**config.mk**
```make
export PLATFORM = sky130hd
export DESIGN_NAME = axil_sram_bridge
export DESIGN_NICKNAME = d
export VERILOG_FILES = /design/src/sram_ctrl_pkg.sv /design/src/axil_sram_bridge.sv
export SDC_FILE = /design/constraint.sdc
export NUM_CORES = 1
export LEC_CHECK = 0
export BUFFER_PORTS_ARGS = -buffer_cell sky130_fd_sc_hd__buf_2
export CAP_MARGIN = 20
export CORE_UTILIZATION = 47
export CTS_CLUSTER_DIAMETER = 100
export DETAILED_ROUTE_END_ITERATION = 12
export GPL_ROUTABILITY_DRIVEN = 0
export GPL_TIMING_DRIVEN = 0
export PLACE_DENSITY = 0.88
export SLEW_MARGIN = 20
export SYNTH_ARGS = -nofsm -noshare
export SYNTH_HDL_FRONTEND = slang
export SYNTH_SLANG_ARGS = --single-unit
```
**constraint.sdc**
```tcl
create_clock -name clk -period 3.7 [get_ports clk]
set_input_delay 0.185 -clock clk [delete_from_list [all_inputs] [get_ports clk]]
set_output_delay 0.185 -clock clk [all_outputs]
set_load 0.02 [all_outputs]
```
**src/sram_ctrl_pkg.sv**
```systemverilog
package sram_ctrl_pkg;

  // AXI-Lite side
  localparam int AXIL_ADDR_W = 8;
  localparam int AXIL_DATA_W = 16;
  localparam int AXIL_STRB_W = AXIL_DATA_W / 8;

  // SRAM chip side, one word per 16-bit beat
  localparam int SRAM_ADDR_W = 7;
  localparam int SRAM_DEPTH  = 128;

  localparam logic [1:0] RESP_OKAY = 2'b00;

  typedef enum logic [2:0] {
    BR_IDLE,
    BR_CMD_WR,
    BR_CMD_RD,
    BR_WAIT_RD,
    BR_B_RESP,
    BR_R_RESP
  } bridge_state_e;

  typedef enum logic [2:0] {
    IO_IDLE,
    IO_RD_SETUP,
    IO_RD_SAMPLE,
    IO_WR_PULSE,
    IO_WR_RECOVER,
    IO_RD_RESP
  } io_state_e;

endpackage

```
**src/axil_sram_bridge.sv**
```systemverilog
`timescale 1ns/1ps

module axil_sram_bridge
  import sram_ctrl_pkg::*;
(
  input  logic                   clk,
  input  logic                   i_rst,

  input  logic [AXIL_ADDR_W-1:0] i_awaddr,
  input  logic                   i_awvalid,
  output logic                   o_awready,
  input  logic [AXIL_DATA_W-1:0] i_wdata,
  input  logic [AXIL_STRB_W-1:0] i_wstrb,
  input  logic                   i_wvalid,
  output logic                   o_wready,
  output logic [1:0]             o_bresp,
  output logic                   o_bvalid,
  input  logic                   i_bready,

  input  logic [AXIL_ADDR_W-1:0] i_araddr,
  input  logic                   i_arvalid,
  output logic                   o_arready,
  output logic [AXIL_DATA_W-1:0] o_rdata,
  output logic [1:0]             o_rresp,
  output logic                   o_rvalid,
  input  logic                   i_rready,

  output logic                   o_cmd_valid,
  input  logic                   i_cmd_ready,
  output logic [SRAM_ADDR_W-1:0] o_cmd_addr,
  output logic                   o_cmd_wr_en,
  output logic [AXIL_DATA_W-1:0] o_cmd_wr_data,
  output logic [AXIL_STRB_W-1:0] o_cmd_wr_strb,

  input  logic                   i_rd_valid,
  output logic                   o_rd_ready,
  input  logic [AXIL_DATA_W-1:0] i_rd_data
);

  bridge_state_e state;

  logic                   aw_done;
  logic                   w_done;
  logic                   last_wr;
  logic                   write_pend;
  logic                   pick_rd;
  logic [SRAM_ADDR_W-1:0] aw_word;
  logic [SRAM_ADDR_W-1:0] cmd_addr_q;
  logic [AXIL_DATA_W-1:0] w_data_q;
  logic [AXIL_STRB_W-1:0] w_strb_q;
  logic [AXIL_DATA_W-1:0] rdata_q;

  // Beats are taken independently, each only once per write
  assign o_awready = (state == BR_IDLE) && !aw_done && i_awvalid;
  assign o_wready  = (state == BR_IDLE) && !w_done && i_wvalid;

  assign write_pend = aw_done && w_done;

  // Read wins unless a write is ready and the last one served was a read
  assign pick_rd   = i_arvalid && (!write_pend || last_wr);
  assign o_arready = (state == BR_IDLE) && pick_rd;

  assign o_cmd_valid   = (state == BR_CMD_WR) || (state == BR_CMD_RD);
  assign o_cmd_wr_en   = (state == BR_CMD_WR);
  assign o_cmd_addr    = cmd_addr_q;
  assign o_cmd_wr_data = w_data_q;
  assign o_cmd_wr_strb = w_strb_q;

  assign o_rd_ready = (state == BR_WAIT_RD);

  assign o_bvalid = (state == BR_B_RESP);
  assign o_bresp  = RESP_OKAY;
  assign o_rvalid = (state == BR_R_RESP);
  assign o_rresp  = RESP_OKAY;
  assign o_rdata  = rdata_q;

  always_ff @(posedge clk) begin
    if (i_rst) begin
      state   <= BR_IDLE;
      aw_done <= 1'b0;
      w_done  <= 1'b0;
      last_wr <= 1'b0;
    end else begin
      if (o_awready) begin
        aw_done <= 1'b1;
      end
      if (o_wready) begin
        w_done <= 1'b1;
      end

      case (state)
        BR_IDLE: begin
          if (pick_rd) begin
            state   <= BR_CMD_RD;
            last_wr <= 1'b0;
          end else if (write_pend) begin
            state   <= BR_CMD_WR;
            last_wr <= 1'b1;
            aw_done <= 1'b0;
            w_done  <= 1'b0;
          end
        end
        BR_CMD_WR: begin
          if (i_cmd_ready) begin
            state <= BR_B_RESP;
          end
        end
        BR_CMD_RD: begin
          if (i_cmd_ready) begin
            state <= BR_WAIT_RD;
          end
        end
        BR_WAIT_RD: begin
          if (i_rd_valid) begin
            state <= BR_R_RESP;
          end
        end
        BR_B_RESP: begin
          if (i_bready) begin
            state <= BR_IDLE;
          end
        end
        BR_R_RESP: begin
          if (i_rready) begin
            state <= BR_IDLE;
          end
        end
        default: state <= BR_IDLE;
      endcase
    end
  end

  always_ff @(posedge clk) begin
    // Byte offset bit dropped, word address only
    if (o_awready) begin
      aw_word <= i_awaddr[AXIL_ADDR_W-1 -: SRAM_ADDR_W];
    end
    if (o_wready) begin
      w_data_q <= i_wdata;
      w_strb_q <= i_wstrb;
    end
    if (state == BR_IDLE) begin
      if (pick_rd) begin
        cmd_addr_q <= i_araddr[AXIL_ADDR_W-1 -: SRAM_ADDR_W];
      end else if (write_pend) begin
        cmd_addr_q <= aw_word;
      end
    end
    if (o_rd_ready && i_rd_valid) begin
      rdata_q <= i_rd_data;
    end
  end

endmodule

```
==> impl_metrics.csv, run 1 <==
group,metric,value,unit
floorplan,core_area,0.00409,mm²
floorplan,rows,23,
floorplan,die_area,0.00464,mm²
timing,finalClockSkew,0.00396,ns
power,p_int,1.04,mW
worst_hold_path,hold_path_end,"o_cmd_wr_data[0]$_DFFE_PP_",
floorplan,initial_core_util,0.502,
timing,drv_slew,0,
worst_hold_path,hp-class,"primary input to flip-flop",
timing,final.min_clock_period,2.36,ns
yosys,netlist_area,0.00205,mm²
floorplan,die_y,68.1,µm
yosys,synthTopCellsByArea,"edfxtp_1 (70%), dfxtp_1 (5.9%), mux2_4 (5.1%)",
worst_setup_path,crit_family,"simple AND/OR/NAND/NOR gates",
cts,cts_tree,"built",
timing,period_share,0.637,
cts,cts_buffer_depth,2,
global_routing,overflow,0,
worst_setup_path,crit_path_start_kind,"flip-flop",
worst_setup_path,endpoint_kind,"output port",
route,dr.pass1.iters,4,
layout,insertedDiodeCount,0,
timing,worstMarginPinSlew,0.903,ns
timing,rsz0062_at_grt,"no",
cts,cts_num_sinks,54,
worst_setup_path,path_max_fanout,19,
floorplan,fp.dieW,68.1,µm
global_routing,first_global_vias,1183,
global_routing,grt_use_total,0.171,
floorplan,io_pins,112,
cts,cts.clk_slew.worst_paths,0.10,ns
timing,final.setup.tns,0,ns
yosys,synth_top_cell_by_area,"edfxtp_1",
cts,clock-root-buffer,"clkbuf_8",
yosys,yosysSeqAreaShare,0.761,
timing,finalSetupViolations,0,
layout,syn_to_final_growth,33.8,%
worst_setup_path,worstPathCellList,"buf_4 > nor3_4 > nand2_1 > nor2_2 > buf_2",
power,seq_power_share,0.530,
power,p_per_area,541,mW/mm²
cts,insertion_delay,0.30,ns
cts,htree_levels,2,
power,p_sw,0.449,mW
layout,nNetsFinal,293,
route,routedWlPerCell,14.1,µm
yosys,synth-seq-cells,54,
yosys,syn_area_per_cell,17.3,µm²
yosys,syn_inst,119,
timing,layout_setup_ws,1.34,ns
worst_setup_path,cp.buffers_inverters,2,
run_status,outcome,"finished, final reports clean",
power,comb_power_share,0.251,
worst_setup_path,rr_worst_depth,4,
timing,whs,0.0506,ns
yosys,ys_types,31,
worst_setup_path,reg2reg_slack,1.76,ns
worst_setup_path,r2r-end,"o_cmd_wr_data[4]$_DFFE_PP_",
job,cap_violations,0,
cts,hold_buffers,0,
worst_hold_path,whs_path_depth,1,
power,clkPwrFrac,0.219,
worst_setup_path,worstPathArrival,2.17,ns
power,switching_share,0.302,
worst_setup_path,path_class,"flip-flop to output port",
global_routing,antenna_found_initial,0,
cts,post_cts_buffers,0,
route,drtIter0Drc,80,
worst_setup_path,slowest_stage,"nor2_2",
route,drc_errors,0,
power,power,1.49,mW
place,port_buffers,105,
place,pre_cts_ws,1.66,ns
route,wirelength,4.03,mm
place,dpl.hpwl,3.15,mm
timing,clock.fmax,0.424,GHz
power,p_leak,1.18,nW
global_routing,grt_pass1_wl,5.50,mm
cts,cts_resized,0,
route,num_vias,1371,
yosys,ys_warn_count,0,
timing,slew_headroom,0.397,
cts,cts_buffers,5,
route,viasPerCell,4.81,
global_routing,grt_max_degree,20,
timing,hold_viol_final,0,
worst_setup_path,worstReg2RegStart,"state[1]$_SDFFE_PP0P_",
power,ir_drop,0.251,mV
yosys,synth_top_area_share,0.702,
worst_hold_path,min_from,"i_wdata[0]",
layout,drive_gt1_frac,0.579,
route,ant_nets,0,
worst_setup_path,cp.required,3.51,ns
worst_setup_path,cpPeakStageDelay,0.69,ns
[cell type report]
cell class / count / area, µm²
Sequential cell: 54 / 1560
Clock buffer: 5 / 68.8
Tap cell: 50 / 62.6
Timing Repair Buffer: 105 / 526
Buffer: 8 / 71.3
Multi-Input combinational cell: 60 / 434
Clock inverter: 3 / 23.8
Fill cell: 296 / 1340
[flip-flops by register name (all words and copies together), names as in the netlist]
signal	count
last_wr	1
o_cmd_wr_strb	2
aw_done	1
aw_word	7
o_rdata	16
w_done	1
o_cmd_addr	7
state	3
o_cmd_wr_data	16
[per-stage QoR]
step           cell area (µm²)  std cells  utilization
6_report                  2750        285        0.672
5_1_grt                   2750        285        0.672
4_1_cts                   2750        285        0.672
3_5_place_dp              2660        277        0.650
3_3_place_gp              2650        277        0.649
2_1_floorplan             2060        122            -
[power groups by stage]
stage / combinational (mW) / sequential, mW / clock, mW
after floorplan: 0.191 / 0.863 / 0
after global placement: 0.366 / 0.799 / 0
after detailed placement: 0.376 / 0.802 / 0
after CTS: 0.377 / 0.788 / 0.334
after global routing: 0.404 / 0.796 / 0.357
final: 0.373 / 0.788 / 0.326
[how the worst max path moves through the flow]
stage                                      end  depth (start not counted)                  start  slack (ns)
finish                                o_wready                          5  state[1]$_SDFFE_PP0P_        1.34
floorplan           o_cmd_wr_data[0]$_DFFE_PP_                          4  state[0]$_SDFFE_PP0P_        1.51
global placement                      o_wready                          5  state[0]$_SDFFE_PP0P_        1.28
detailed placement                    o_wready                          5  state[1]$_SDFFE_PP0P_        1.66
global route                          o_wready                          5  state[1]$_SDFFE_PP0P_        1.17
CTS                                   o_wready                          5  state[1]$_SDFFE_PP0P_        1.32
[cells by family (layout without fill, tap and decap cells)]
group                     after synthesis  in the layout  share of synthesized area
and+or+nand+nor                        31             31                     0.0914
AOI/OAI and AO/OA                      16             16                     0.0512
other                                   1              4                    0.00183
DFF                                    54             54                      0.761
muxes                                   8              8                     0.0561
buffers and inverters                   8            121                     0.0347
xor gates and xnor gates                1              1                    0.00427
[cells in the final DEF, fill, tap and decap left out, drive strengths merged, types with 2 or more instances in the layout]
| cell type | count |
|---|---|
| nor3 | 6 |
| clkbuf | 5 |
| nand2 | 4 |
| clkinvlp | 2 |
| edfxtp | 48 |
| and2 | 2 |
| mux2 | 7 |
| buf | 113 |
| nor2 | 10 |
| dfxtp | 6 |
| o21ai | 3 |
| conb | 4 |
| a21oi | 5 |
| nor2b | 5 |
[synth_stat cells (all sizes together)]
master,count
nor3,6
nor4,1
and4bb,1
a21o,1
nand2,4
a211oi,1
nor2b,5
or3,1
o211ai,1
and2,2
buf,8
edfxtp,48
o21ai,3
conb,1
a21boi,1
a21oi,5
nor2,10
xnor2,1
a31oi,1
o31ai,1
a311oi,1
mux2,7
and3,1
dfxtp,6
o21a,1
mux2i,1
[per-layer routing]
layer / GRT usage / share of wire
met1: 0.192 / 0.38
met2: 0.286 / 0.49
met3: 0.0717 / 0.12
met4: 0.0703 / 0.0099
met5: 0 / 0
No activity file was read; power rests on OpenSTA's default activity.
==> run 2, diff against run 1 <==
--- a/config.mk
+++ b/config.mk
@@ -7,12 +7,12 @@
 export LEC_CHECK = 0
 export BUFFER_PORTS_ARGS = -buffer_cell sky130_fd_sc_hd__buf_2
 export CAP_MARGIN = 20
-export CORE_UTILIZATION = 47
+export CORE_UTILIZATION = 40
 export CTS_CLUSTER_DIAMETER = 100
 export DETAILED_ROUTE_END_ITERATION = 12
 export GPL_ROUTABILITY_DRIVEN = 0
 export GPL_TIMING_DRIVEN = 0
-export PLACE_DENSITY = 0.88
+export PLACE_DENSITY = 0.8
 export SLEW_MARGIN = 20
 export SYNTH_ARGS = -nofsm -noshare
 export SYNTH_HDL_FRONTEND = slang
==> constraint.sdc (replaced) <==
create_clock -name clk -period 2.1 [get_ports clk]
set_input_delay 0.105 -clock clk [delete_from_list [all_inputs] [get_ports clk]]
set_output_delay 0.105 -clock clk [all_outputs]
set_load 0.02 [all_outputs]
==> run 2 against run 1 <==
  * Combinational power increased by 98%
  * Clock-buffer cell count increased by 1
  * Core utilization decreased by 0.41 points
  * Via count increased by 12%
  * Final cell count increased by 21%
  * Clock skew decreased by 0.0018 ns
  * Cell area increased by 17%
  * Wire length increased by 21%
  * Worst setup slack got worse by 1.1 ns
  * Register-to-register slack got worse by 1.5 ns
  * Worst hold slack improved by 0.012 ns
  * Critical path type unchanged
  * Critical endpoint is now o_awready
==> impl_metrics.csv, run 2 (synthesis results as in run 1) <==
group,metric,value,unit
power,seq_power_share,0.496,
layout,insertedDiodeCount,0,
floorplan,io_pins,112,
floorplan,die_area,0.00542,mm²
power,p_leak,1.38,nW
global_routing,first_global_vias,1483,
layout,nNetsFinal,336,
timing,rsz0062_at_grt,"no",
global_routing,grt_use_total,0.181,
layout,utilization,0.668,
power,p_per_area,872,mW/mm²
worst_setup_path,endpoint_kind,"output port",
power,comb_power_share,0.264,
layout,drive_gt1_frac,0.496,
cts,insertion_delay,0.30,ns
cts,cts_buffer_depth,2,
power,clkPwrFrac,0.240,
floorplan,die_y,73.6,µm
timing,period_share,0.887,
timing,worstMarginPinSlew,0.704,ns
worst_setup_path,crit_path_start_kind,"flip-flop",
floorplan,core_area,0.00482,mm²
power,switching_share,0.284,
run_status,outcome,"finished, final reports clean",
power,p_sw,0.797,mW
layout,final_cell_mix,"buf_2 (105), edfxtp_1 (48), dlygate4sd3_1 (41), nor2_1 (8)",
floorplan,fp.dieW,73.6,µm
cts,htree_levels,2,
layout,fillCellCount,353,
job,cap_violations,0,
global_routing,overflow,0,
route,wirelength,4.87,mm
timing,finalSetupViolations,0,
timing,hold_viol_final,0,
power,ir_drop,0.451,mV
timing,clock.fmax,0.537,GHz
cts,cts_num_sinks,54,
floorplan,initial_core_util,0.426,
cts,clock-root-buffer,"clkbuf_8",
route,routedWlPerCell,14.1,µm
power,p_int,2.01,mW
cts,cts.clk_slew.worst_paths,0.09,ns
route,drc_errors,0,
timing,finalClockSkew,0.00218,ns
worst_setup_path,path_max_fanout,10,
layout,final_common_cell,"buf_2",
worst_setup_path,path_class,"flip-flop to output port",
timing,final.setup.tns,0,ns
route,drtIter0Drc,51,
timing,layout_setup_ws,0.237,ns
timing,final.min_clock_period,1.86,ns
place,pre_cts_ws,0.179,ns
global_routing,grt_max_degree,20,
floorplan,rows,25,
worst_setup_path,cp.required,2.00,ns
place,dpl.hpwl,3.10,mm
timing,slew_headroom,0.531,
route,dr.pass1.iters,4,
route,ant_nets,0,
route,viasPerCell,4.47,
worst_setup_path,worstPathArrival,1.76,ns
route,num_vias,1541,
place,port_buffers,105,
timing,drv_slew,0,
cts,cts_tree,"built",
layout,syn_to_final_growth,56.8,%
worst_hold_path,hp-class,"primary input to flip-flop",
global_routing,antenna_found_initial,0,
global_routing,grt_pass1_wl,7.04,mm
cts,cts_buffers,5,
==> run 2: cell types whose count changed in the layout (fill, tap and decap cells not counted) <==
| cell | previous run | this run |
|---|---|---|
| clkbuf_1 | 0 | 1 |
| bufinv_16 | 0 | 1 |
| dlygate4sd3_1 | 0 | 41 |
| nor2_1 | 9 | 8 |
| clkinvlp_4 | 2 | 1 |
| nor2_4 | 0 | 1 |
| buf_4 | 5 | 7 |
| inv_6 | 1 | 0 |
==> run 2: cell type report <==
class,instances,area [µm²],share of cell area
Tap cell,67,83.8,0.0260
Multi-Input combinational cell,60,442,0.137
Clock buffer,6,72.6,0.0225
Timing Repair Buffer,148,951,0.295
Clock inverter,2,37.5,0.0117
Sequential cell,54,1560,0.485
Buffer,8,71.3,0.0222
==> run 2: repair_timing <==
item                                    CTS  global route
buffers inserted                          0             2
endpoints found under the hold margin    41             0
pin swaps                                 0             1
hold buffers                             41             0
resized for setup                         1             1
endpoints found under the setup margin    1             2
==> run 2: layer usage <==
layer	global-route usage	share of wire
met3	0.0412	0.061
met2	0.358	0.57
met5	0	0
met1	0.172	0.34
met4	0.0876	0.029
==> run 2: worst max-delay path, stage by stage (launching register included) <==
cell and delay (ns):
dfxtp_1 0.36, buf_6 0.16, nor3_4 0.26, nand2_1 0.10, nor2_2 0.33, buf_2 0.25
==> run 2: worst paths after layout <==
kind	start	to	slack [ns]	cells after the start
max	state[0]$_SDFFE_PP0P_	o_awready	0.24	5
min	i_rst	state[0]$_SDFFE_PP0P_	0.06	2
max reg2reg	state[0]$_SDFFE_PP0P_	o_rdata[14]$_DFFE_PP_	0.25	3
min reg2reg	last_wr$_SDFFE_PP0P_	last_wr$_SDFFE_PP0P_	0.51	1
==> run 2: power groups by stage <==
| stage | Clock (mW) | Sequential (mW) | Combinational [mW] |
|---|---|---|---|
| 3_3_place_gp | 0 | 1.41 | 0.645 |
| 5_1_grt | 0.720 | 1.41 | 0.799 |
| 4_1_cts | 0.686 | 1.39 | 0.721 |
| 6_report | 0.674 | 1.39 | 0.740 |
| 2_1_floorplan | 0 | 1.52 | 0.338 |
| 3_5_place_dp | 0 | 1.41 | 0.657 |
==> run 2: per-stage QoR <==
step | cell area (µm²) | total power [mW] | hold slack, ns | cells
4_1_cts | 3200 | 2.80 | 0.0517 | 343
6_report | 3220 | 2.81 | 0.0625 | 345
2_1_floorplan | 2070 | 1.86 | 0.174 | 122
3_3_place_gp | 2680 | 2.05 | 0.282 | 294
5_1_grt | 3220 | 2.92 | 0.0591 | 345
3_5_place_dp | 2680 | 2.07 | 0.283 | 294
==> run 3, diff against run 2 <==
--- a/config.mk
+++ b/config.mk
@@ -7,6 +7,7 @@
 export LEC_CHECK = 0
 export BUFFER_PORTS_ARGS = -buffer_cell sky130_fd_sc_hd__buf_2
 export CAP_MARGIN = 20
+export CORE_ASPECT_RATIO = 1.5
 export CORE_UTILIZATION = 40
 export CTS_CLUSTER_DIAMETER = 100
 export DETAILED_ROUTE_END_ITERATION = 12
==> run 3 against run 2 <==
  * Clock skew increased by 0.0070 ns
  * Worst setup slack improved by 0.022 ns
  * Final cell count unchanged
  * Global-route usage decreased by 0.25 points
  * Wire length about the same
  * Core utilization decreased by 1.3 points
  * Clock power decreased by 19%
  * Sequential share of layout area increased by 0.27 points
  * Clock-buffer cell count unchanged
  * Combinational power increased by 2%
==> impl_metrics.csv, run 3 (synthesis results as in run 1) <==
group,metric,value,unit
cts,cts_num_sinks,54,
timing,rsz0062_at_grt,"no",
worst_hold_path,min_from,"i_arvalid",
layout,fillCellCount,364,
place,placed_area,0.00268,mm²
worst_setup_path,endpoint_kind,"output port",
floorplan,initial_core_util,0.420,
timing,final.setup.tns,0,ns
job,cap_violations,0,
floorplan,core_area,0.00489,mm²
power,p_per_area,841,mW/mm²
worst_setup_path,worstPathArrival,1.74,ns
global_routing,busiest_layer,"met2",
global_routing,gr-usage-met3,0.0302,
timing,drv_slew,0,
global_routing,grtUsageMet1,0.171,
timing,clock.fmax,0.543,GHz
worst_hold_path,hp-class,"primary input to flip-flop",
layout,utilization,0.655,
power,ir_drop,0.395,mV
place,dp_cells,293,
worst_setup_path,worstReg2RegStart,"state[0]$_SDFFE_PP0P_",
cts,cts.clk_slew.worst_paths,0.09,ns
layout,final_cell_mix,"buf_2 (105), edfxtp_1 (48), dlygate4sd3_1 (41), nor2_1 (8), buf_4 (8)",
route,drtIter0Drc,43,
layout,syn_to_final_growth,55.9,%
route,routedWlPerCell,14.1,µm
timing,final.min_clock_period,1.84,ns
route,num_vias,1598,
timing,worstMarginPinSlew,0.692,ns
route,wirelength,4.87,mm
route,ant_nets,0,
place,port_buffers,105,
worst_hold_path,whs_path_depth,2,
worst_setup_path,crit_path_start_kind,"flip-flop",
route,viasPerCell,4.63,
layout,nNetsFinal,337,
route,dr.pass1.iters,5,
global_routing,overflow,0,
global_routing,grt_use_total,0.179,
global_routing,first_global_vias,1581,
worst_setup_path,path_max_fanout,10,
global_routing,grt_max_degree,20,
cts,insertion_delay,0.29,ns
floorplan,io_pins,112,
route,drc_errors,0,
timing,period_share,0.877,
cts,cts_buffer_depth,2,
floorplan,die_y,89.7,µm
floorplan,fp.dieW,60.5,µm
worst_setup_path,rr_worst_depth,3,
timing,hold_viol_final,0,
layout,final-instance-count-excl-fill,345,
layout,drive_gt1_frac,0.498,
worst_setup_path,reg2reg_slack,0.26,ns
global_routing,antenna_found_initial,0,
cts,cts_tree,"built",
cts,htree_levels,2,
floorplan,die_area,0.00543,mm²
floorplan,rows,31,
layout,final_area,0.00320,mm²
global_routing,grt_pass1_wl,7.09,mm
timing,finalClockSkew,0.00922,ns
cts,cts_buffers,5,
worst_hold_path,hold_path_end,"last_wr$_SDFFE_PP0P_",
layout,insertedDiodeCount,0,
cts,clock-root-buffer,"clkbuf_8",
timing,finalSetupViolations,0,
timing,slew_headroom,0.539,
worst_setup_path,cp.required,2.00,ns
global_routing,grt.met2_usage,0.331,
run_status,outcome,"finished, final reports clean",
place,dpl.hpwl,3.23,mm
layout,final_common_cell,"buf_2",
worst_setup_path,path_class,"flip-flop to output port",
worst_setup_path,r2r-end,"o_rdata[6]$_DFFE_PP_",
power,p_leak,1.38,nW
[run 3: cell types whose count changed in the layout (fill, tap and decap cells not counted), sizes merged]
cell | before | now
buf | 115 | 116
clkinvlp | 1 | 0
clkinv | 0 | 2
bufinv | 1 | 0
[run 3: worst max path at each step]
stage                           from                          to  slack (ns)  depth (start not counted)
2_1_floorplan  state[0]$_SDFFE_PP0P_  o_cmd_wr_data[0]$_DFFE_PP_        0.29                          4
3_3_place_gp   state[1]$_SDFFE_PP0P_                    o_wready        0.17                          5
3_5_place_dp   state[1]$_SDFFE_PP0P_                    o_wready        0.13                          5
4_1_cts        state[1]$_SDFFE_PP0P_                    o_wready        0.07                          5
5_1_grt        state[1]$_SDFFE_PP0P_                   o_awready        0.10                          5
6_report       state[1]$_SDFFE_PP0P_                   o_awready        0.26                          5
[run 3: timing repair]
| action | CTS | global route |
|---|---|---|
| endpoints found under the setup margin | 1 | 2 |
| hold buffers | 41 | 0 |
| gates resized for setup | 1 | 1 |
| buffers inserted | 0 | 3 |
| pin swaps | 0 | 1 |
| hold endpoints to repair | 41 | 0 |
[run 3: layer usage]
layer	part of all wire	up-vias	wire length (µm)
met1	0.34	735	1670
met4	0.044	0	215
met3	0.063	18	305
li1	-	755	-
met2	0.55	90	2680
met5	0	-	0
[run 3: worst max-delay path, stage by stage (launching register included)]
cell     delay, ns
dfxtp_1       0.38
buf_4         0.20
nor3_4        0.21
nand2_1       0.11
nor2_2        0.31
buf_2         0.24
[run 3: area by class of cell]
cell class / instances / area (µm²) / area share
timing repair buffer: 149 / 958 / 0.299
sequential: 54 / 1560 / 0.488
clock inverter: 2 / 13.8 / 0.00430
buffer: 8 / 71.3 / 0.0223
tap: 66 / 82.6 / 0.0258
clock buffer: 6 / 72.6 / 0.0227
multi-input combinational: 60 / 442 / 0.138
[run 3: power breakdown]
| group | leakage [nW] | internal (mW) | total [mW] | switching, mW |
|---|---|---|---|---|
| Sequential | 0.494 | 1.34 | 1.39 | 0.0590 |
| Combinational | 0.836 | 0.323 | 0.755 | 0.431 |
| Clock | 0.0452 | 0.236 | 0.543 | 0.307 |
| Total | 1.38 | 1.89 | 2.69 | 0.797 |
[run 3: stage by stage]
stage | hold WS, ns | setup slack, ns | total power, mW
final | 0.0621 | 0.259 | 2.69
after global routing | 0.0680 | 0.103 | 2.82
after CTS | 0.0543 | 0.0658 | 2.68
after detailed placement | 0.283 | 0.129 | 2.08
after global placement | 0.281 | 0.172 | 2.06
after floorplan | 0.174 | 0.286 | 1.86
